<file path="config.mk">
export PLATFORM = sky130hd
export DESIGN_NAME = soc_ctrl_flat
export DESIGN_NICKNAME = d
export VERILOG_FILES = /design/src/mcu_pkg.sv /design/src/obi_if.sv /design/src/soc_ctrl.sv /design/src/flat_wrapper.sv
export SDC_FILE = /design/constraint.sdc
export NUM_CORES = 1
export LEC_CHECK = 0
export BUFFER_PORTS_ARGS = -buffer_cell sky130_fd_sc_hd__buf_2
export CAP_MARGIN = 20
export CORE_AREA = 10 10 87 89
export DETAILED_ROUTE_END_ITERATION = 8
export DIE_AREA = 0 0 97 99
export PLACE_DENSITY = 0.86
export SKIP_LAST_GASP = 1
export SYNTH_ARGS = -nofsm -noshare
export SYNTH_HDL_FRONTEND = slang
export SYNTH_SLANG_ARGS = --single-unit
</file>
<file path="constraint.sdc">
create_clock -name clk_i -period 2.9 [get_ports clk_i]
set_input_delay 0.145 -clock clk_i [delete_from_list [all_inputs] [get_ports clk_i]]
set_output_delay 0.145 -clock clk_i [all_outputs]
set_load 0.02 [all_outputs]
</file>
<file path="src/mcu_pkg.sv">
/*
  Shared widths, address map and register offsets of the MCU bus side.
  Register blocks decode only the low 12 address bits of their 4 KiB window.
*/
`default_nettype none

package mcu_pkg;

  typedef logic [31:0] addr_t;
  typedef logic [31:0] data_t;
  typedef logic [3:0]  be_t;
  typedef logic [31:0] gpio_t;
  typedef logic [31:0] irq_vec_t;
  typedef logic [14:0] fast_irq_t;

  // responding target, remembered by the decoder for one cycle
  typedef enum logic [2:0] {
    TGT_RAM,
    TGT_SOC_CTRL,
    TGT_GPIO,
    TGT_INTR,
    TGT_NONE
  } target_e;

  // address map
  localparam addr_t RAM_START      = 32'h0000_0000;
  localparam addr_t SOC_CTRL_START = 32'h2000_0000;
  localparam addr_t GPIO_START     = 32'h2000_1000;
  localparam addr_t INTR_START     = 32'h2000_2000;
  localparam addr_t PERIPH_SIZE    = 32'h0000_1000;

  // soc_ctrl registers
  localparam logic [11:0] EXIT_VALID_OFS = 12'h000;
  localparam logic [11:0] EXIT_VALUE_OFS = 12'h004;
  localparam logic [11:0] BOOT_SEL_OFS   = 12'h008;

  // gpio_ctrl registers
  localparam logic [11:0] GPIO_IN_OFS          = 12'h000;
  localparam logic [11:0] GPIO_OUT_OFS         = 12'h004;
  localparam logic [11:0] GPIO_EN_OFS          = 12'h008;
  localparam logic [11:0] GPIO_INTR_EN_OFS     = 12'h00C;
  localparam logic [11:0] GPIO_INTR_STATUS_OFS = 12'h010;

  // fast_intr_ctrl registers
  localparam logic [11:0] FAST_PENDING_OFS = 12'h000;
  localparam logic [11:0] FAST_ENABLE_OFS  = 12'h004;

  // interrupt layout
  localparam int GPIO_INTR_NUM = 8;
  localparam int FAST_GPIO_LSB = 6;
  localparam int FAST_EXT_LINE = 14;
  localparam int IRQ_EXT_BIT   = 11;
  localparam int IRQ_FAST_LSB  = 16;

endpackage

`default_nettype wire
</file>
<file path="src/obi_if.sv">
/*
  Request/response link between the decoder and one target.
  The target answers every request with a single rvalid pulse one cycle later.
*/
`timescale 1ns/1ps
`default_nettype none

interface obi_if;

  logic            req;
  logic            we;
  mcu_pkg::be_t    be;
  mcu_pkg::addr_t  addr;
  mcu_pkg::data_t  wdata;
  logic            rvalid;
  mcu_pkg::data_t  rdata;

  modport mgr (
    output req, we, be, addr, wdata,
    input  rvalid, rdata
  );

  modport sub (
    input  req, we, be, addr, wdata,
    output rvalid, rdata
  );

endinterface

`default_nettype wire

</file>
<file path="src/soc_ctrl.sv">
/*
  Always-on control registers: program exit value, exit flag and boot select.
  Byte enables are ignored; unknown offsets read as zero.
*/
`timescale 1ns/1ps
`default_nettype none

module soc_ctrl (
  input  logic           clk_i,
  input  logic           rst_i,
  input  logic           boot_select_i,
  obi_if.sub             bus_s,
  output logic           exit_valid_o,
  output mcu_pkg::data_t exit_value_o
);

  logic [11:0] ofs;

  assign ofs = bus_s.addr[11:0];

  always_ff @(posedge clk_i) begin
    if (rst_i) begin
      exit_valid_o <= 1'b0;
      exit_value_o <= '0;
      bus_s.rvalid <= 1'b0;
    end else begin
      bus_s.rvalid <= bus_s.req;
      if (bus_s.req && bus_s.we) begin
        case (ofs)
          mcu_pkg::EXIT_VALID_OFS: exit_valid_o <= bus_s.wdata[0];
          mcu_pkg::EXIT_VALUE_OFS: exit_value_o <= bus_s.wdata;
          default: ;
        endcase
      end
    end
  end

  // read data
  always_ff @(posedge clk_i) begin
    if (bus_s.req) begin
      bus_s.rdata <= '0;
      if (!bus_s.we) begin
        case (ofs)
          mcu_pkg::EXIT_VALID_OFS: bus_s.rdata <= mcu_pkg::data_t'(exit_valid_o);
          mcu_pkg::EXIT_VALUE_OFS: bus_s.rdata <= exit_value_o;
          mcu_pkg::BOOT_SEL_OFS:   bus_s.rdata <= mcu_pkg::data_t'(boot_select_i);
          default: ;
        endcase
      end
    end
  end

endmodule

`default_nettype wire

</file>
<file path="src/flat_wrapper.sv">
// flat-port wrapper written by rule: the top's interface ports become plain ports
module soc_ctrl_flat 
  (clk_i, rst_i, boot_select_i, exit_valid_o, exit_value_o, bus_s_req, bus_s_we, bus_s_be, bus_s_addr, bus_s_wdata, bus_s_rvalid, bus_s_rdata);
  obi_if bus_s_i ();
  input  logic clk_i;
  input  logic rst_i;
  input  logic boot_select_i;
  output logic exit_valid_o;
  output mcu_pkg::data_t exit_value_o;
  input wire logic [$bits(bus_s_i.req)-1:0] bus_s_req;
  input wire logic [$bits(bus_s_i.we)-1:0] bus_s_we;
  input wire logic [$bits(bus_s_i.be)-1:0] bus_s_be;
  input wire logic [$bits(bus_s_i.addr)-1:0] bus_s_addr;
  input wire logic [$bits(bus_s_i.wdata)-1:0] bus_s_wdata;
  output wire logic [$bits(bus_s_i.rvalid)-1:0] bus_s_rvalid;
  output wire logic [$bits(bus_s_i.rdata)-1:0] bus_s_rdata;
  assign bus_s_i.req = bus_s_req;
  assign bus_s_i.we = bus_s_we;
  assign bus_s_i.be = bus_s_be;
  assign bus_s_i.addr = bus_s_addr;
  assign bus_s_i.wdata = bus_s_wdata;
  assign bus_s_rvalid = bus_s_i.rvalid;
  assign bus_s_rdata = bus_s_i.rdata;
  soc_ctrl u_core (.clk_i(clk_i), .rst_i(rst_i), .boot_select_i(boot_select_i), .bus_s(bus_s_i), .exit_valid_o(exit_valid_o), .exit_value_o(exit_value_o));
endmodule
</file>
Yosys cells after proc, flatten, opt, wreduce, memory -nomap -nowiden --
Index checks and enable logic that the tools add are counted.
Cells by class: equal/unequal tests 2, mux-type cells 1, reductions and logical operators 4
Operators by type and width (count):
- $pmux 32 s3 | 1
- $eq 12x3->1 const B | 1
- $eq 12x4->1 const B | 1
- $logic_not 12->1 | 1
- $reduce_and 2->1 | 2
- $logic_and 1x1->1 | 1
Word-level totals: register bits 66, output and inout port bits 66, logic and storage cells 11

Logic depth before layout (Yosys ltp) --
depth in word-level cells 2, mapped depth 4

Least setup slack after synthesis --
No wires, ideal clock.
path kind input to register, start point in bus_s_addr[9], end point reg u_core.exit_value_o[10], library setup time 72 ps, slack 1276 ps, data arrival time 1553 ps, buffers on the path 1, stages 4, required time 2828 ps, path through or4_4 nor4_4 buf_6 mux2i_1
On the way: word-level cells in the longest chain between the ends 2
RTL lines:
- start: declaration | line flat_wrapper.sv:13 | input wire logic [$bits(bus_s_i.addr)-1:0] bus_s_addr;
- $eq 12x3->1 | line soc_ctrl.sv:29 | case (ofs)
- $reduce_and 2->1 (no source line)
- end signal: assignment | line soc_ctrl.sv:31 | mcu_pkg::EXIT_VALUE_OFS: exit_value_o <= bus_s.wdata;
- end: declaration | line soc_ctrl.sv:14 | output mcu_pkg::data_t exit_value_o
No other way between the ends. A chain may end at the register's enable or synchronous reset.

Worst setup path after layout --
start point in bus_s_addr[9], end point reg u_core.exit_value_o[22]
Same word-level chain as after synthesis.

==> impl_results.md <==
* Run status: finished, final reports clean
* Via density at 4.652
* Syn Std Cell Area at 2778 µm²
* Clk slew on worst S/H paths at 80 ps
* Bufs and invs on worst path at 2
* Synth top area cells: edfxtp_1 35%, dfxtp_1 25%, nand2b_1 15%, mux2i_1 12%, and2_1 7.0%
* WP data required at 3160 ps
* Post-CTS Resized at 0
* Antenna violations before repair at 0
* Crit Path Category: in2reg
* First-pass GRT wire length at 10310 µm
* Ant diodes at 0
* Fill cell total of the finished layout at 497
* Clk_lat worst skew at 340 ps
* Setup crit end kind: flip-flop
* Unique masters post-synth at 20
* Antenna Nets Post-Route at 0
* Multi-input logic area at 1070 µm²
* Reg2Reg Depth at 3
* GRT overflow at 0
* Clock sink total at 66
* Core box area at 5851 µm²
* Largest family of logic cells by synthesized area: simple AND/OR/NAND/NOR gates
* VDD IR max at 0.3976 mV
* Delay-heaviest family, CP: simple AND/OR/NAND/NOR gates
* CTS tree: yes
* Final Setup Violations at 0
* Post-Syn Area per Cell at 12.51 µm²
* Yosys reg bits at 66
* Hold Vio Cnt, Final at 0
* IO Count at 139
* DP HPWL at 4833 µm
* R2R Setup Slk at 1870 ps
* Synth Area in Compound Gates at 0.3153%
* Worst Hold Class: in2reg
* F_max at 0.6933 GHz
* Iter 0 DRT Violations at 40
* Worst Setup SP: bus_s_addr[9]
* Layout cell share with drive strength beyond 1 at 40.41%
* Crit path DAT at 1700 ps
* Mapped Cells at 222
* Simple-gate share of the synthesized area at 25.59%
* Setup TNS Final at 0 ps
* CTS root buffer: clkbuf_8
* Synth async-reset ratio at 0%
* Die extent in x at 97 µm
* Fin nets at 412
* Initial Utilization at 47.48%
* # port buffers at 114
* Storage element area at 1642 µm²
* Routed len/inst at 15.39 µm
* Metal2 WL at 3116 µm
* Seq/Total Area, Yosys at 59.10%
* Clock period minus worst slack at 1442 ps
* Die Ht at 99 µm
* CP Cell Sequence: buf_2, or4_4, nor4_4, buf_4, mux2i_1
* R2r startpoint: u_core.exit_valid_o
* Num CTS Buffers at 9
* CTS Buffer Depth at 2
* RSZ-0062 raised after global routing: no
* Slew Viols, Final at 0
* Crit path launch type: primary input
* Routability congestion estimate at 0.7474
* Post-synthesis xor/xnor area fraction at 0%
* Post-synthesis adder-cell area fraction at 0%
* H-tree depth at 3
* CP Depth at 5
* DR top layer: met4
* Post CTS Setup Buffer Count at 0
* Routed wire length at 6447 µm
* Main flop type after synthesis: dfxtp_1
* GRT Util Overall at 13.24%
* Worst-path fanout max at 16
* Cell taking the most area after synthesis: edfxtp_1
* Fin util at 62.00%
* Syn nets at 295
* Multiplexer area fraction after synthesis at 12.30%
* Rel. slew slack at 48.81%
* Cts-stage hold buffer count at 0
* Hold_sp: bus_s_wdata[5]
* Via count of the first global-routing pass at 2024
* Capture point of the worst path: u_core.exit_value_o[22]
* Clk_skew at 10.45 ps
* Worst slew pin tran at 767.9 ps
* Layout area overhead at 30.59%
* Slowest stage cell, crit path: or4_4
* WL met3 at 394 µm
* Synth top cells by count: 65 x nand2b_1, 34 x dfxtp_1, 33 x mux2i_1
* M1 WL at 2813 µm
* Reg2reg end: u_core.bus_s.rdata[0]
* Standard-cell row count at 28
* Pre-Repair DR Iteration Count at 4
* Leakage at 1.576 nW
* Critical Path Max Stage Delay at 580 ps
* Yosys warns at 0
* Vias at 1949
* Most frequent cell after synthesis: nand2b_1
* Die area at 9603 µm²
* Worst Hold Depth at 3
* Cell Pwr Density at 534.5 nW/µm²
* Largest net degree at the start of global routing at 67
* Top cell type's share of synthesized area at 34.59%
* DRC viols at 0
* Final period util at 49.74%
* Max-cap violations at 0
* Number of synthesized flops with an enable pin at 32
## cell usage in the layout (no fill, tap or decap), types with 5 or more instances in the layout
cell / synthesis / final
nand2b_1: 65 / 65
clkbuf_8: 0 / 9
buf_2: 0 / 114
edfxtp_1: 32 / 32
dfxtp_1: 34 / 34
buf_4: 0 / 5
mux2i_1: 33 / 33
and2_1: 31 / 31
## worst min-delay path, stage by stage
cell      delay, ps
buf_2            90
nand2b_1         50
mux2i_1          60
## cell type report
type,instances,share of cell area (%)
flip-flops and latches,66,45.26
multi-input cells,142,29.49
repair buffers,119,16.76
clock buffers,11,3.622
well taps,75,2.587
clock inverters,5,2.173
inverters,1,0.1035
## sequential cells by signal (all words and copies together), names as in the netlist
| signal | count |
|---|---|
| u_core.exit_valid_o | 1 |
| u_core.bus_s.rvalid | 1 |
| u_core.exit_value_o | 32 |
| u_core.bus_s.rdata | 32 |
## power breakdown
part / switching [W] / internal, W
registers: 0.00000376 / 0.000989
logic: 0.0000673 / 0.0000570
clock network: 0.000338 / 0.000483
## metal layers
metal	vias up	GRT usage (%)
li1	983	-
met1	879	15.07
met2	74	22.43
met3	13	4.050
met4	0	5.902
met5	-	0
## how the worst min path moves through the flow
stage,end,slack [ps]
global placement,u_core.exit_value_o[7],410
finish,u_core.exit_value_o[5],60
global route,u_core.exit_value_o[10],50
floorplan,u_core.bus_s.rdata[0],260
detailed placement,u_core.exit_value_o[5],410
CTS,u_core.exit_value_o[5],50
## metrics by stage
| step | hold WS, ps | setup slack [ps] | cell area (µm²) | power, W | std cells |
|---|---|---|---|---|---|
| after floorplan | 257.5 | 1276 | 2778 | 0.001075 | 222 |
| after global placement | 405.5 | 1154 | 3417 | 0.001137 | 403 |
| after detailed placement | 412.1 | 1084 | 3417 | 0.001141 | 403 |
| after CTS | 49.79 | 1440 | 3627 | 0.001961 | 419 |
| after global routing | 54.39 | 1369 | 3627 | 0.002014 | 419 |
| final | 56.81 | 1458 | 3627 | 0.001939 | 419 |
## logic make-up (layout without fill, tap and decap cells)
family                 count (synthesis)  count (layout)
AND/OR/NAND/NOR                      107             107
flip-flops                            66              66
multiplexers                          34              34
buffers and inverters                 14             136
AO/OA/AOI/OAI                          1               1
(Power assumes the default switching activity.)
