--- src/mcu_pkg.sv ---
/*
  Shared widths, address map and register offsets of the MCU bus side.
  Register blocks decode only the low 12 address bits of their 4 KiB window.
*/
`default_nettype none

package mcu_pkg;

  typedef logic [31:0] addr_t;
  typedef logic [31:0] data_t;
  typedef logic [3:0]  be_t;
  typedef logic [31:0] gpio_t;
  typedef logic [31:0] irq_vec_t;
  typedef logic [14:0] fast_irq_t;

  // responding target, remembered by the decoder for one cycle
  typedef enum logic [2:0] {
    TGT_RAM,
    TGT_SOC_CTRL,
    TGT_GPIO,
    TGT_INTR,
    TGT_NONE
  } target_e;

  // address map
  localparam addr_t RAM_START      = 32'h0000_0000;
  localparam addr_t SOC_CTRL_START = 32'h2000_0000;
  localparam addr_t GPIO_START     = 32'h2000_1000;
  localparam addr_t INTR_START     = 32'h2000_2000;
  localparam addr_t PERIPH_SIZE    = 32'h0000_1000;

  // soc_ctrl registers
  localparam logic [11:0] EXIT_VALID_OFS = 12'h000;
  localparam logic [11:0] EXIT_VALUE_OFS = 12'h004;
  localparam logic [11:0] BOOT_SEL_OFS   = 12'h008;

  // gpio_ctrl registers
  localparam logic [11:0] GPIO_IN_OFS          = 12'h000;
  localparam logic [11:0] GPIO_OUT_OFS         = 12'h004;
  localparam logic [11:0] GPIO_EN_OFS          = 12'h008;
  localparam logic [11:0] GPIO_INTR_EN_OFS     = 12'h00C;
  localparam logic [11:0] GPIO_INTR_STATUS_OFS = 12'h010;

  // fast_intr_ctrl registers
  localparam logic [11:0] FAST_PENDING_OFS = 12'h000;
  localparam logic [11:0] FAST_ENABLE_OFS  = 12'h004;

  // interrupt layout
  localparam int GPIO_INTR_NUM = 8;
  localparam int FAST_GPIO_LSB = 6;
  localparam int FAST_EXT_LINE = 14;
  localparam int IRQ_EXT_BIT   = 11;
  localparam int IRQ_FAST_LSB  = 16;

endpackage

`default_nettype wire
--- src/obi_if.sv ---
/*
  Request/response link between the decoder and one target.
  The target answers every request with a single rvalid pulse one cycle later.
*/
`timescale 1ns/1ps
`default_nettype none

interface obi_if;

  logic            req;
  logic            we;
  mcu_pkg::be_t    be;
  mcu_pkg::addr_t  addr;
  mcu_pkg::data_t  wdata;
  logic            rvalid;
  mcu_pkg::data_t  rdata;

  modport mgr (
    output req, we, be, addr, wdata,
    input  rvalid, rdata
  );

  modport sub (
    input  req, we, be, addr, wdata,
    output rvalid, rdata
  );

endinterface

`default_nettype wire

--- src/gpio_ctrl.sv ---
/*
  32-pin GPIO with output enable. Only pins 7:0 raise rising-edge interrupts.
  Status bits are cleared by writing ones; a new edge in the same cycle wins.
*/
`timescale 1ns/1ps
`default_nettype none

module gpio_ctrl (
  input  logic                              clk_i,
  input  logic                              rst_i,
  input  mcu_pkg::gpio_t                    gpio_i,
  obi_if.sub                                bus_s,
  output mcu_pkg::gpio_t                    gpio_o,
  output mcu_pkg::gpio_t                    gpio_en_o,
  output logic [mcu_pkg::GPIO_INTR_NUM-1:0] gpio_intr_o
);

  localparam int N = mcu_pkg::GPIO_INTR_NUM;

  mcu_pkg::gpio_t in_q;
  logic [N-1:0]   in_d;
  logic [N-1:0]   rise;
  logic [N-1:0]   intr_en_q;
  logic [N-1:0]   status_q;
  logic [N-1:0]   status_clr;
  logic [11:0]    ofs;
  logic           wr;

  assign ofs  = bus_s.addr[11:0];
  assign wr   = bus_s.req && bus_s.we;
  assign rise = in_q[N-1:0] & ~in_d;

  assign status_clr = (wr && ofs == mcu_pkg::GPIO_INTR_STATUS_OFS) ? bus_s.wdata[N-1:0] : '0;

  always_ff @(posedge clk_i) begin
    if (rst_i) begin
      in_q         <= '0;
      in_d         <= '0;
      gpio_o       <= '0;
      gpio_en_o    <= '0;
      intr_en_q    <= '0;
      status_q     <= '0;
      bus_s.rvalid <= 1'b0;
    end else begin
      in_q         <= gpio_i;
      in_d         <= in_q[N-1:0];
      status_q     <= (status_q & ~status_clr) | rise;
      bus_s.rvalid <= bus_s.req;
      if (wr) begin
        case (ofs)
          mcu_pkg::GPIO_OUT_OFS:     gpio_o    <= bus_s.wdata;
          mcu_pkg::GPIO_EN_OFS:      gpio_en_o <= bus_s.wdata;
          mcu_pkg::GPIO_INTR_EN_OFS: intr_en_q <= bus_s.wdata[N-1:0];
          default: ;
        endcase
      end
    end
  end

  always_ff @(posedge clk_i) begin
    if (bus_s.req) begin
      bus_s.rdata <= '0;
      if (!bus_s.we) begin
        case (ofs)
          mcu_pkg::GPIO_IN_OFS:          bus_s.rdata <= in_q;
          mcu_pkg::GPIO_OUT_OFS:         bus_s.rdata <= gpio_o;
          mcu_pkg::GPIO_EN_OFS:          bus_s.rdata <= gpio_en_o;
          mcu_pkg::GPIO_INTR_EN_OFS:     bus_s.rdata <= mcu_pkg::data_t'(intr_en_q);
          mcu_pkg::GPIO_INTR_STATUS_OFS: bus_s.rdata <= mcu_pkg::data_t'(status_q);
          default: ;
        endcase
      end
    end
  end

  assign gpio_intr_o = status_q & intr_en_q;

endmodule

`default_nettype wire

--- src/flat_wrapper.sv ---
// flat-port wrapper written by rule: the top's interface ports become plain ports
module gpio_ctrl_flat 
  (clk_i, rst_i, gpio_i, gpio_o, gpio_en_o, gpio_intr_o, bus_s_req, bus_s_we, bus_s_be, bus_s_addr, bus_s_wdata, bus_s_rvalid, bus_s_rdata);
  obi_if bus_s_i ();
  input  logic clk_i;
  input  logic rst_i;
  input  mcu_pkg::gpio_t gpio_i;
  output mcu_pkg::gpio_t gpio_o;
  output mcu_pkg::gpio_t gpio_en_o;
  output logic [mcu_pkg::GPIO_INTR_NUM-1:0] gpio_intr_o;
  input wire logic [$bits(bus_s_i.req)-1:0] bus_s_req;
  input wire logic [$bits(bus_s_i.we)-1:0] bus_s_we;
  input wire logic [$bits(bus_s_i.be)-1:0] bus_s_be;
  input wire logic [$bits(bus_s_i.addr)-1:0] bus_s_addr;
  input wire logic [$bits(bus_s_i.wdata)-1:0] bus_s_wdata;
  output wire logic [$bits(bus_s_i.rvalid)-1:0] bus_s_rvalid;
  output wire logic [$bits(bus_s_i.rdata)-1:0] bus_s_rdata;
  assign bus_s_i.req = bus_s_req;
  assign bus_s_i.we = bus_s_we;
  assign bus_s_i.be = bus_s_be;
  assign bus_s_i.addr = bus_s_addr;
  assign bus_s_i.wdata = bus_s_wdata;
  assign bus_s_rvalid = bus_s_i.rvalid;
  assign bus_s_rdata = bus_s_i.rdata;
  gpio_ctrl u_core (.clk_i(clk_i), .rst_i(rst_i), .gpio_i(gpio_i), .bus_s(bus_s_i), .gpio_o(gpio_o), .gpio_en_o(gpio_en_o), .gpio_intr_o(gpio_intr_o));
endmodule
--- config.mk ---
export PLATFORM = sky130hd
export DESIGN_NAME = gpio_ctrl_flat
export DESIGN_NICKNAME = d
export VERILOG_FILES = /design/src/mcu_pkg.sv /design/src/obi_if.sv /design/src/gpio_ctrl.sv /design/src/flat_wrapper.sv
export SDC_FILE = /design/constraint.sdc
export NUM_CORES = 1
export LEC_CHECK = 0
export BUFFER_PORTS_ARGS = -buffer_cell sky130_fd_sc_hd__buf_4
export CORE_MARGIN = 3
export CORE_UTILIZATION = 50
export DETAILED_ROUTE_END_ITERATION = 10
export PLACE_DENSITY = 0.8
export SLEW_MARGIN = 15
export SYNTH_ARGS = -nofsm -noshare
export SYNTH_HDL_FRONTEND = slang
export SYNTH_SLANG_ARGS = --single-unit
--- constraint.sdc ---
create_clock -name clk_i -period 2.7 [get_ports clk_i]
set_input_delay 0.675 -clock clk_i [delete_from_list [all_inputs] [get_ports clk_i]]
set_output_delay 0.675 -clock clk_i [all_outputs]
set_load 0.005 [all_outputs]
* After elaboration in Yosys (flattened, before gate mapping) *
Index checks and enable logic that the tools add are counted.

storage, ports and cells
  output and inout port bits = 105
  word-level logic and storage cells = 26
  flip-flop bits (word level) = 153
  input port bits = 104

cells by class
  reduce and logical (&&, ||, !) cells = 6
  equal/unequal tests = 4
  muxes and demuxes = 2
  bitwise gates (word level) = 6

operators with widths
  operator                                         number
  case mux 32 bit (5 select lines)                 1
  bitwise AND 8 bit                                3
  == test 12 x 4 -> 1 bit (second input constant)  2
  NOT 8 bit                                        2
  == test 12 x 3 -> 1 bit (second input constant)  1
  == test 12 x 5 -> 1 bit (second input constant)  1
  zero test 12 bit                                 1
  two-way mux 8 bit                                1
  bitwise OR 8 bit                                 1
  AND reduction 2 bit                              3
  logical AND 1 bit                                2

* Depth between registers and ports, before layout *
  depth after elaboration = 6
  depth in mapped cells = 7
  gate-level depth less buffers = 4

* Worst setup path after synthesis *
No wires, ideal clock.

  kind = input to register
  from = input bus_s_addr[8]
  to = register u_core.gpio_o[10]
  buffers on the path = 3
  path slack = 252 ps
  data required time = 2572 ps
  arrival = 2321 ps
  stages = 7
  path through = or4_1 > clkbuf_2 > or4_4 > buf_6 > buf_12 > mux2i_1 > nor2_1

on the way
  word-level cells in the longest chain between the ends = 2

ends and longest elaborated chain
  element                        RTL line            text
  from (decl)                    flat_wrapper.sv:14  input wire logic [$bits(bus_s_i.addr)-1:0] bus_s_addr;
  == test 12 x 3 -> 1 bit        gpio_ctrl.sv:50     case (ofs)
  AND reduction 2 bit (no line)  n/a
  to (signal assigned)           gpio_ctrl.sv:51     mcu_pkg::GPIO_OUT_OFS: gpio_o <= bus_s.wdata;
  to (decl)                      gpio_ctrl.sv:13     output mcu_pkg::gpio_t gpio_o,

No other way between the ends.
A chain may end at the register's enable or synchronous reset.

* Worst setup path after layout *
  from = input bus_s_addr[8]
  to = register u_core.gpio_o[24]

Same word-level chain as after synthesis.

==> metrics <==
hold path startpoint=gpio_i[14]; Initial Util=51.79%; num ports=209; GRT Total Usage=24.38%; antenna viol nets, final=0; synthesized area per cell=10.02 um^2; setup bufs post-CTS=0; Startpoint Class=input port; DRT Wirelength=16,300 um; worst setup margin=0.5490 ns; # DRC=0; cell taking the most area after synthesis=dfxtp_1; worst r2r src=u_core.intr_en_q[7]; Layout area overhead=35.39%; Mapped Area=0.005964 mm^2; CTS resizes=0; Slew Limit Headroom=67.99%; nets@finish=887; worst-skew pair later-pin latency=0.42 ns; count of cell types in the netlist=33; Die X=115.2 um; sequential share of the synthesized area=56.72%; Tmin final=2.151 ns; Synthesized Nets=699; DP HPWL=11,320 um; clock slew at reported path FFs=0.06 ns; worst vdd ir=0.4081 mV; initial antenna violation count=0; Sink Count=153; final hold vios=0; Setup crit start=bus_s_addr[8]; Rows=39; Mapped Cells=595; Post-CTS Hold Buffers=0; initial drt markers=379; most common cell after layout, fill and taps aside=buf_4; first-pass GRT wire length=25,120 um; FILL cells=855; input/output buffers=184; global route overflow=0; Vias/cell=5.454; pins over their slew limit=0; Routed WL per cell=17.36 um; WHS=0.4613 ns; Setup CP Type=in -> reg; via count=5,121; CTS H-tree depth=4; Area after DPL=0.007528 mm^2; vias in the first global route=5,064; clk buf depth=2; commonest cells after routing, fill and taps aside=buf_4 (206), dfxtp_1 (121), nor2_1 (90); Crit Path Max Fanout=7; die footprint=0.01328 mm^2; Setup WS pre-CTS=0.1344 ns; pwr/cell area=603.5 mW/mm^2; Antenna Cells=0; Worst Setup End Kind=flip-flop; Worst Clk Skew=0.006043 ns; # setup viols final=0; Achievable Freq=464.9 MHz; outcome=complete, no violations; hold crit path type=in -> reg; total core area=0.01152 mm^2; first-pass detailed-route iteration total=5; Synth Register Bits=153; pin count of the biggest net entering global routing=67; final critical-path share of the clock period=79.67%; Least-Margin Pin Slew=0.4787 ns; Num CTS Buffers=17; top cells by area, synth=dfxtp_1 (41%), edfxtp_1 (16%), mux2i_1 (11%); clock root cell=clkbuf_16; LEAKAGE=3.618 nW; RSZ-0062 raised after global routing=no; YS warnings=0; top cell type's share of synthesized area=40.61%; layout cells sized above 1=30.78%; TritonCTS clock tree=yes; Die Ht=115.2 um; Critical Path AT=2.44 ns; critical path required time=2.99 ns; maxcap violations=0; setup TNS=0 ns; routability congestion estimate=0.8145; post-route cell area=0.008075 mm^2
## cells by family after synthesis
group,after synthesis,share of synthesized area [%]
compound gates,87,8.769
buf+inv,39,3.419
flops,153,56.72
mux,64,10.74
simple gates,252,20.35
## critical path: stages
cell and delay [ns]:
buf_4 0.11, or4_1 0.60, or4_4 0.60, buf_4 0.21, mux2i_1 0.18, nor2_1 0.07
## layer usage
metal	share of wire (%)	vias up	global-route usage, %
li1	-	2409	-
met1	40	2415	29.34
met2	50	256	41.28
met3	7.5	41	6.105
met4	2.8	0	10.80
met5	0	-	0
## state kept, by name, summed over array words and instances (netlist names)
signal               cells
u_core.gpio_o           32
u_core.in_q             32
u_core.status_q          8
u_core.bus_s.rvalid      1
u_core.gpio_en_o        32
u_core.in_d              8
u_core.intr_en_q         8
u_core.bus_s.rdata      32
## synth_stat cells, drive strengths merged
cell type,instances
a221oi,6
nor4,2
and3b,1
a222oi,2
a22o,6
or4,4
o21ai,1
nor3b,1
or4b,1
dfxtp,121
a21oi,62
nand2b,8
clkbuf,33
mux2i,64
and4,1
nand2,76
nor2b,50
nor3,1
a31oi,2
buf,6
nor4bb,1
nor2,90
nor4b,3
and2,9
a311oi,8
or2,1
nand4,3
edfxtp,32
## where the power goes
part / total (mW) / internal [mW] / switching [mW]
clock: 2.17 / 1.27 / 0.899
combinational: 0.295 / 0.151 / 0.143
sequential: 2.41 / 2.38 / 0.0220
total: 4.87 / 3.81 / 1.06
## metrics by stage
step	power, mW	instances	utilization (%)
after CTS	4.891	939	70.12
after global routing	5.019	939	70.12
final	4.873	939	70.12
after detailed placement	2.748	907	65.37
after floorplan	2.567	595	-
after global placement	2.739	907	65.37
## worst paths after layout
kind	cells after the start	slack, ns	to
worst max-delay path	6	0.55	u_core.gpio_o[24]
worst min-delay path	2	0.46	u_core.in_q[14]
worst max register to register	3	1.56	u_core.bus_s.rdata[7]
worst min register to register	2	0.47	u_core.gpio_en_o[31]
## cell type report
type	instances	area [um^2]	share of cell area [%]
well taps	143	178.9	2.216
clock inverters	14	107.6	1.333
repair buffers	208	1587	19.65
flip-flops and latches	153	3383	41.90
clock buffers	18	439.2	5.438
multi-input cells	403	2380	29.47
No activity file was read; power rests on OpenSTA's default activity.
