**src/mcu_pkg.sv**
```systemverilog
/*
  Shared widths, address map and register offsets of the MCU bus side.
  Register blocks decode only the low 12 address bits of their 4 KiB window.
*/
`default_nettype none

package mcu_pkg;

  typedef logic [31:0] addr_t;
  typedef logic [31:0] data_t;
  typedef logic [3:0]  be_t;
  typedef logic [31:0] gpio_t;
  typedef logic [31:0] irq_vec_t;
  typedef logic [14:0] fast_irq_t;

  // responding target, remembered by the decoder for one cycle
  typedef enum logic [2:0] {
    TGT_RAM,
    TGT_SOC_CTRL,
    TGT_GPIO,
    TGT_INTR,
    TGT_NONE
  } target_e;

  // address map
  localparam addr_t RAM_START      = 32'h0000_0000;
  localparam addr_t SOC_CTRL_START = 32'h2000_0000;
  localparam addr_t GPIO_START     = 32'h2000_1000;
  localparam addr_t INTR_START     = 32'h2000_2000;
  localparam addr_t PERIPH_SIZE    = 32'h0000_1000;

  // soc_ctrl registers
  localparam logic [11:0] EXIT_VALID_OFS = 12'h000;
  localparam logic [11:0] EXIT_VALUE_OFS = 12'h004;
  localparam logic [11:0] BOOT_SEL_OFS   = 12'h008;

  // gpio_ctrl registers
  localparam logic [11:0] GPIO_IN_OFS          = 12'h000;
  localparam logic [11:0] GPIO_OUT_OFS         = 12'h004;
  localparam logic [11:0] GPIO_EN_OFS          = 12'h008;
  localparam logic [11:0] GPIO_INTR_EN_OFS     = 12'h00C;
  localparam logic [11:0] GPIO_INTR_STATUS_OFS = 12'h010;

  // fast_intr_ctrl registers
  localparam logic [11:0] FAST_PENDING_OFS = 12'h000;
  localparam logic [11:0] FAST_ENABLE_OFS  = 12'h004;

  // interrupt layout
  localparam int GPIO_INTR_NUM = 8;
  localparam int FAST_GPIO_LSB = 6;
  localparam int FAST_EXT_LINE = 14;
  localparam int IRQ_EXT_BIT   = 11;
  localparam int IRQ_FAST_LSB  = 16;

endpackage

`default_nettype wire
```
**src/obi_if.sv**
```systemverilog
/*
  Request/response link between the decoder and one target.
  The target answers every request with a single rvalid pulse one cycle later.
*/
`timescale 1ns/1ps
`default_nettype none

interface obi_if;

  logic            req;
  logic            we;
  mcu_pkg::be_t    be;
  mcu_pkg::addr_t  addr;
  mcu_pkg::data_t  wdata;
  logic            rvalid;
  mcu_pkg::data_t  rdata;

  modport mgr (
    output req, we, be, addr, wdata,
    input  rvalid, rdata
  );

  modport sub (
    input  req, we, be, addr, wdata,
    output rvalid, rdata
  );

endinterface

`default_nettype wire

```
**src/fast_intr_ctrl.sv**
```systemverilog
/*
  Latches fast interrupt events and builds the core interrupt vector.
  Fast lines 5:0 and vector bits other than 30:16 and 11 are always zero.
*/
`timescale 1ns/1ps
`default_nettype none

module fast_intr_ctrl #(
  parameter int NEXT_INT = 4
) (
  input  logic                              clk_i,
  input  logic                              rst_i,
  input  logic [mcu_pkg::GPIO_INTR_NUM-1:0] gpio_intr_i,
  input  logic [NEXT_INT-1:0]               intr_ext_i,
  obi_if.sub                                bus_s,
  output mcu_pkg::irq_vec_t                 irq_o
);

  mcu_pkg::fast_irq_t src;
  mcu_pkg::fast_irq_t pending_q;
  mcu_pkg::fast_irq_t enable_q;
  mcu_pkg::fast_irq_t pend_clr;
  mcu_pkg::irq_vec_t  irq_d;
  logic [11:0]        ofs;
  logic               wr;

  assign ofs = bus_s.addr[11:0];
  assign wr  = bus_s.req && bus_s.we;

  assign pend_clr = (wr && ofs == mcu_pkg::FAST_PENDING_OFS) ?
                    bus_s.wdata[$bits(mcu_pkg::fast_irq_t)-1:0] : '0;

  always_comb begin
    src = '0;
    src[mcu_pkg::FAST_GPIO_LSB +: mcu_pkg::GPIO_INTR_NUM] = gpio_intr_i;
    src[mcu_pkg::FAST_EXT_LINE] = |intr_ext_i;
  end

  // reference vector layout
  always_comb begin
    irq_d = '0;
    irq_d[mcu_pkg::IRQ_FAST_LSB +: $bits(mcu_pkg::fast_irq_t)] = pending_q & enable_q;
    irq_d[mcu_pkg::IRQ_EXT_BIT] = |intr_ext_i;
  end

  always_ff @(posedge clk_i) begin
    if (rst_i) begin
      pending_q    <= '0;
      enable_q     <= '0;
      irq_o        <= '0;
      bus_s.rvalid <= 1'b0;
    end else begin
      pending_q    <= (pending_q & ~pend_clr) | src;
      irq_o        <= irq_d;
      bus_s.rvalid <= bus_s.req;
      if (wr && ofs == mcu_pkg::FAST_ENABLE_OFS) begin
        enable_q <= bus_s.wdata[$bits(mcu_pkg::fast_irq_t)-1:0];
      end
    end
  end

  always_ff @(posedge clk_i) begin
    if (bus_s.req) begin
      bus_s.rdata <= '0;
      if (!bus_s.we) begin
        case (ofs)
          mcu_pkg::FAST_PENDING_OFS: bus_s.rdata <= mcu_pkg::data_t'(pending_q);
          mcu_pkg::FAST_ENABLE_OFS:  bus_s.rdata <= mcu_pkg::data_t'(enable_q);
          default: ;
        endcase
      end
    end
  end

endmodule

`default_nettype wire

```
**src/flat_wrapper.sv**
```systemverilog
// flat-port wrapper written by rule: the top's interface ports become plain ports
module fast_intr_ctrl_flat 
#(
  parameter int NEXT_INT = 4
)
  (clk_i, rst_i, gpio_intr_i, intr_ext_i, irq_o, bus_s_req, bus_s_we, bus_s_be, bus_s_addr, bus_s_wdata, bus_s_rvalid, bus_s_rdata);
  obi_if bus_s_i ();
  input  logic clk_i;
  input  logic rst_i;
  input  logic [mcu_pkg::GPIO_INTR_NUM-1:0] gpio_intr_i;
  input  logic [NEXT_INT-1:0] intr_ext_i;
  output mcu_pkg::irq_vec_t irq_o;
  input wire logic [$bits(bus_s_i.req)-1:0] bus_s_req;
  input wire logic [$bits(bus_s_i.we)-1:0] bus_s_we;
  input wire logic [$bits(bus_s_i.be)-1:0] bus_s_be;
  input wire logic [$bits(bus_s_i.addr)-1:0] bus_s_addr;
  input wire logic [$bits(bus_s_i.wdata)-1:0] bus_s_wdata;
  output wire logic [$bits(bus_s_i.rvalid)-1:0] bus_s_rvalid;
  output wire logic [$bits(bus_s_i.rdata)-1:0] bus_s_rdata;
  assign bus_s_i.req = bus_s_req;
  assign bus_s_i.we = bus_s_we;
  assign bus_s_i.be = bus_s_be;
  assign bus_s_i.addr = bus_s_addr;
  assign bus_s_i.wdata = bus_s_wdata;
  assign bus_s_rvalid = bus_s_i.rvalid;
  assign bus_s_rdata = bus_s_i.rdata;
  fast_intr_ctrl #(.NEXT_INT(NEXT_INT)) u_core (.clk_i(clk_i), .rst_i(rst_i), .gpio_intr_i(gpio_intr_i), .intr_ext_i(intr_ext_i), .bus_s(bus_s_i), .irq_o(irq_o));
endmodule
```
**config.mk**
```make
export PLATFORM = sky130hd
export DESIGN_NAME = fast_intr_ctrl_flat
export DESIGN_NICKNAME = d
export VERILOG_FILES = /design/src/mcu_pkg.sv /design/src/obi_if.sv /design/src/fast_intr_ctrl.sv /design/src/flat_wrapper.sv
export SDC_FILE = /design/constraint.sdc
export NUM_CORES = 1
export LEC_CHECK = 0
export BUFFER_PORTS_ARGS = -buffer_cell sky130_fd_sc_hd__buf_2
export CAP_MARGIN = 0
export CORE_MARGIN = 10
export CORE_UTILIZATION = 44
export DETAILED_ROUTE_END_ITERATION = 16
export PLACE_DENSITY = 0.79
export SYNTH_ARGS = -nofsm -noshare
export SYNTH_HDL_FRONTEND = slang
export SYNTH_SLANG_ARGS = --single-unit
```
**constraint.sdc**
```tcl
create_clock -name clk_i -period 2.8 [get_ports clk_i]
set_clock_uncertainty 0.05 [all_clocks]
set_input_delay 0.7 -clock clk_i [delete_from_list [all_inputs] [get_ports clk_i]]
set_output_delay 0.7 -clock clk_i [all_outputs]
set_load 0.02 [all_outputs]
```
# == Yosys cells after proc, flatten, opt, wreduce, memory -nomap -nowiden ==
# Cells that the tools add are included.
# W data, S select, Z words.
# op_classes
eq_ne,1
mux,2
n_bitwise,4
reduce_logical,5
# op_table
cell,n
$and A15 B15 Y15,2
$pmux W15 S2,1
$mux W15,1
$not A15 Y15,1
$or A15 B15 Y15,1
$eq A12 B3 Y1 const B,1
$logic_not A12 Y1,1
$reduce_or A4 Y1,1
$logic_and A1 B1 Y1,3
# word_totals
ff_bits,95
inputBits,84
output_inout_bits,65
word_cells,18

# == Logic depth before layout (Yosys ltp) ==
# depth
word_depth,6
ltp_mapped,5
ltp_nobuf,3

# == Worst setup path after synthesis ==
# Ideal clock, no wire load.
# synth_path
kind,input-to-reg
from,in bus_s_addr[9]
to,reg u_core.bus_s.rdata[10] (data pin)
setup_ns,0.137
t_arrival_ns,2.145
t_required_ns,2.613
setup_slack_ns,0.468
path_stages,5
path_cell_list,or4_4 > or4_4 > buf_6 > buf_6 > nor2_2
# synth_between
elab_chain_len,2
# synth_lines
item,line_no,rtl
start: declaration,flat_wrapper.sv:16,input wire logic [$bits(bus_s_i.addr)-1:0] bus_s_addr;
$eq A12 B3 Y1 / $logic_not A12 Y1 (equally long branches),fast_intr_ctrl.sv:66,case (ofs)
$pmux W15 S2 (*),fast_intr_ctrl.sv:66,
end signal: assignment,fast_intr_ctrl.sv:67,mcu_pkg::FAST_PENDING_OFS: bus_s.rdata <= mcu_pkg::data_t'(pending_q);
end signal: assignment,fast_intr_ctrl.sv:68,mcu_pkg::FAST_ENABLE_OFS: bus_s.rdata <= mcu_pkg::data_t'(enable_q);
end: declaration,obi_if.sv:25,"output rvalid, rdata"
# Mark *: on every way between the ends. The rest lies on a longest branch, timed or not.
# A chain may end at the register's enable or synchronous reset.

# == Final worst setup path ==
# layout_path
from,in bus_s_addr[9]
to,reg u_core.bus_s.rdata[0] (data pin)
# Same word-level chain as after synthesis.

==> results.md <==
- Via Count: 1917
- PD cells: between 600 and 700 nW/um2
- Max Transition Viols Final: 0
- Cell Area, Synth: approximately 2700 um2
- Die height: 98.6 um
- Total Wirelength: ~6.0 mm
- Avg Inst Size Synth: around 10 um2
- DRT Pass-1 Iters: 4
- Cts hold-fix bufs: 0
- Layout cells sized above 1: ~31%
- GRT overflow: 0
- Post-synthesis cell count: 263
- Hold Fails Final Rpt: 0
- Vias in the first global route: 1908
- Achievable Freq: roughly 0.48 GHz
- Max H-tree Level: 3
- #FFs+latches synth: 62
- Met2 GRT Util: 17.9%
- CP endpoint kind: flop
- Clk buf depth: 2
- Setup bufs post-CTS: 0
- Starting Density: 45.6%
- Fin worst setup slack: roughly 0.70 ns
- Startpoint Class: input port
- Critical Path Slowest Stage Cell: or4_4
- # diodes: 0
- Post-synth top area share: between 30% and 40%
- Outcome: complete, no violations
- Worst path bufs/invs: 1
- Full die area: 9720 um2
- M1 GR Usage: between 10 and 15%
- Post-synth EDFFs: 15
- Initial drt markers: between 60 and 70
- # IOs: 149
- Gpl congestion: 0.719
- Gr busiest metal: met2
- Most used cell, CP: or4_4
- CTS buffer count: 9
- Worst Hold Slack: just under 0.4 ns
- Top cells by area, synth: dfxtp_1, edfxtp_1, mux2i_1
- Clk_lat worst skew: about 0.33 ns
- Max_cap viols: 0
- Clock-pin slew on the worst setup and hold paths: 0.07 ns
- Worst vdd ir: approximately 0.3 mV
- Post-synthesis sequential area ratio: between 50% and 60%
- Final worst path period share: between 70% and 80%
- Critical Path Max Stage Delay: about 0.70 ns
- Actual slew at the worst max-slew pin: 0.775 ns
- Final critical-path required period: between 2 and 2.5 ns
- Unrepaired setup endpoints after global routing: false
- Setup TNS: 0 ns
- Yosys cell types: 25
- Largest net degree at the start of global routing: 57
- Area of the core: between 5000 and 6000 um2
- Resize count post-CTS: 0
- # rows: 28
- First-pass GRT wire length: about 9.3 mm
- Layout area overhead: 19.4%
- Filler cell count: 534
- CP arrival: between 2 and 2.5 ns
- Worst Hold Class: reg -> reg
- Main synth FF type: dfxtp_1
- TritonCTS clock tree: yes
- Cell taking the most area after synthesis: dfxtp_1
- CP Max Fanout: 15
- Drt wl/cell: about 14 um
- Drc violations: 0
- Via density: 4.60
- Ys Warns: 0
- Pre-CTS setup slack: 0.361 ns
- Total Nets Final: about 420
- DP Wirelength: around 4.3 mm
- Clock net sink count: a little over 60
- Power, Total: roughly 2000 uW
- Most frequent cells after synthesis: dfxtp_1, nand2b_1, buf_4
- Count of port buffers added during placement: 74
- Worst EP required: approximately 2.9 ns
- CP cell instances: buf_2 > or4_4 > or4_4 > nor2_1
- Initial antenna violation count: 0
- Count leader, synth: dfxtp_1
- Routing usage on met3: a little under 5%
- Final setup fails: 0
- Overall track demand over capacity in global routing: around an eighth
- Clock Root Buffer: clkbuf_8
- Post-synth ARST share: 0%
- Pleak: between 0.001 and 0.0015 uW
- DIE WIDTH: 98.6 um
- Kind of critical path: in -> reg
- DRT antenna net count: 0
- Rel. slew slack: slightly below 50%
- Worst path top cell family by delay: simple AND/OR/NAND/NOR gates
[worst paths after layout]
check | from | cells after the start | endpoint | slack (ns)
setup / recovery | bus_s_addr[9] | 4 | u_core.bus_s.rdata[0]$_SDFFCE_PP0P_ | 0.70
setup reg to reg | u_core.enable_q[10]$_SDFFE_PP0P_ | 2 | u_core.bus_s.rdata[10]$_SDFFCE_PP0P_ | 1.93
hold / removal | u_core.enable_q[1]$_SDFFE_PP0P_ | 2 | u_core.irq_o[17]$_SDFF_PP0_ | 0.40
hold reg to reg | u_core.enable_q[1]$_SDFFE_PP0P_ | 2 | u_core.irq_o[17]$_SDFF_PP0_ | 0.40
[cell type report]
class | count | area, um2 | share of cell area, %
clock buffers | 9 | 124 | 3.82
clock inverters | 7 | 113 | 3.47
inverters | 14 | 52.6 | 1.62
multi-input cells | 174 | 1080 | 33.4
flip-flops and latches | 62 | 1390 | 42.9
well taps | 75 | 93.8 | 2.89
repair buffers | 76 | 385 | 11.9
[per-layer routing]
metal / share of wire (%) / routed length (um) / vias to the layer above
met3: 9.1 / 542 / 9
li1: - / - / 948
met2: 45 / 2670 / 82
met1: 44 / 2650 / 878
met5: 0 / 0 / -
met4: 1.6 / 98 / 0
[report_power, final]
part,total [uW],internal (uW),switching [uW]
registers,942,933,8.75
logic,160,53.4,107
clock network,934,586,348
[state kept, by name, indices dropped and copies added, names as in the netlist]
signal and cells:
u_core.bus_s.rvalid 1, u_core.pending_q 15, u_core.bus_s.rdata 15, u_core.irq_o 16, u_core.enable_q 15
[stage by stage]
stage,cell area [um2],instances,util (%)
2_1_floorplan,2840,295,-
3_3_place_gp,3010,401,50.5
3_5_place_dp,3010,401,50.5
4_1_cts,3240,417,54.5
5_1_grt,3240,417,54.5
6_report,3240,417,54.5
[worst register-to-register path, cell delays in order (launching register included)]
cell and delay, ns:
dfxtp_1 0.34, mux2i_1 0.19, nor2_2 0.04
[cells by family after synthesis]
family / share of synthesized area, %
simple gates: 19.8
flops: 51.2
buf+inv: 13.6
mux: 11.1
compound gates: 4.19
other cells: 0.138
[cells in the final DEF (no fill, tap or decap), types with 2 or more instances in the layout]
cell       synthesis  routed
buf_2              1      74
dfxtp_1           47      47
nand2b_1          36      36
conb_1             1      33
mux2i_1           30      30
nor2_1            29      29
edfxtp_1          15      15
inv_1             14      14
nor2_2            10      10
nand2_1            9       9
clkbuf_8           0       9
a311oi_1           8       8
a21oi_1            7       7
or4_4              3       3
bufinv_16          0       3
clkinv_2           0       3
nor4_4             1       2
buf_4             33       2
Note: power is estimated with default switching activity, not from simulation.
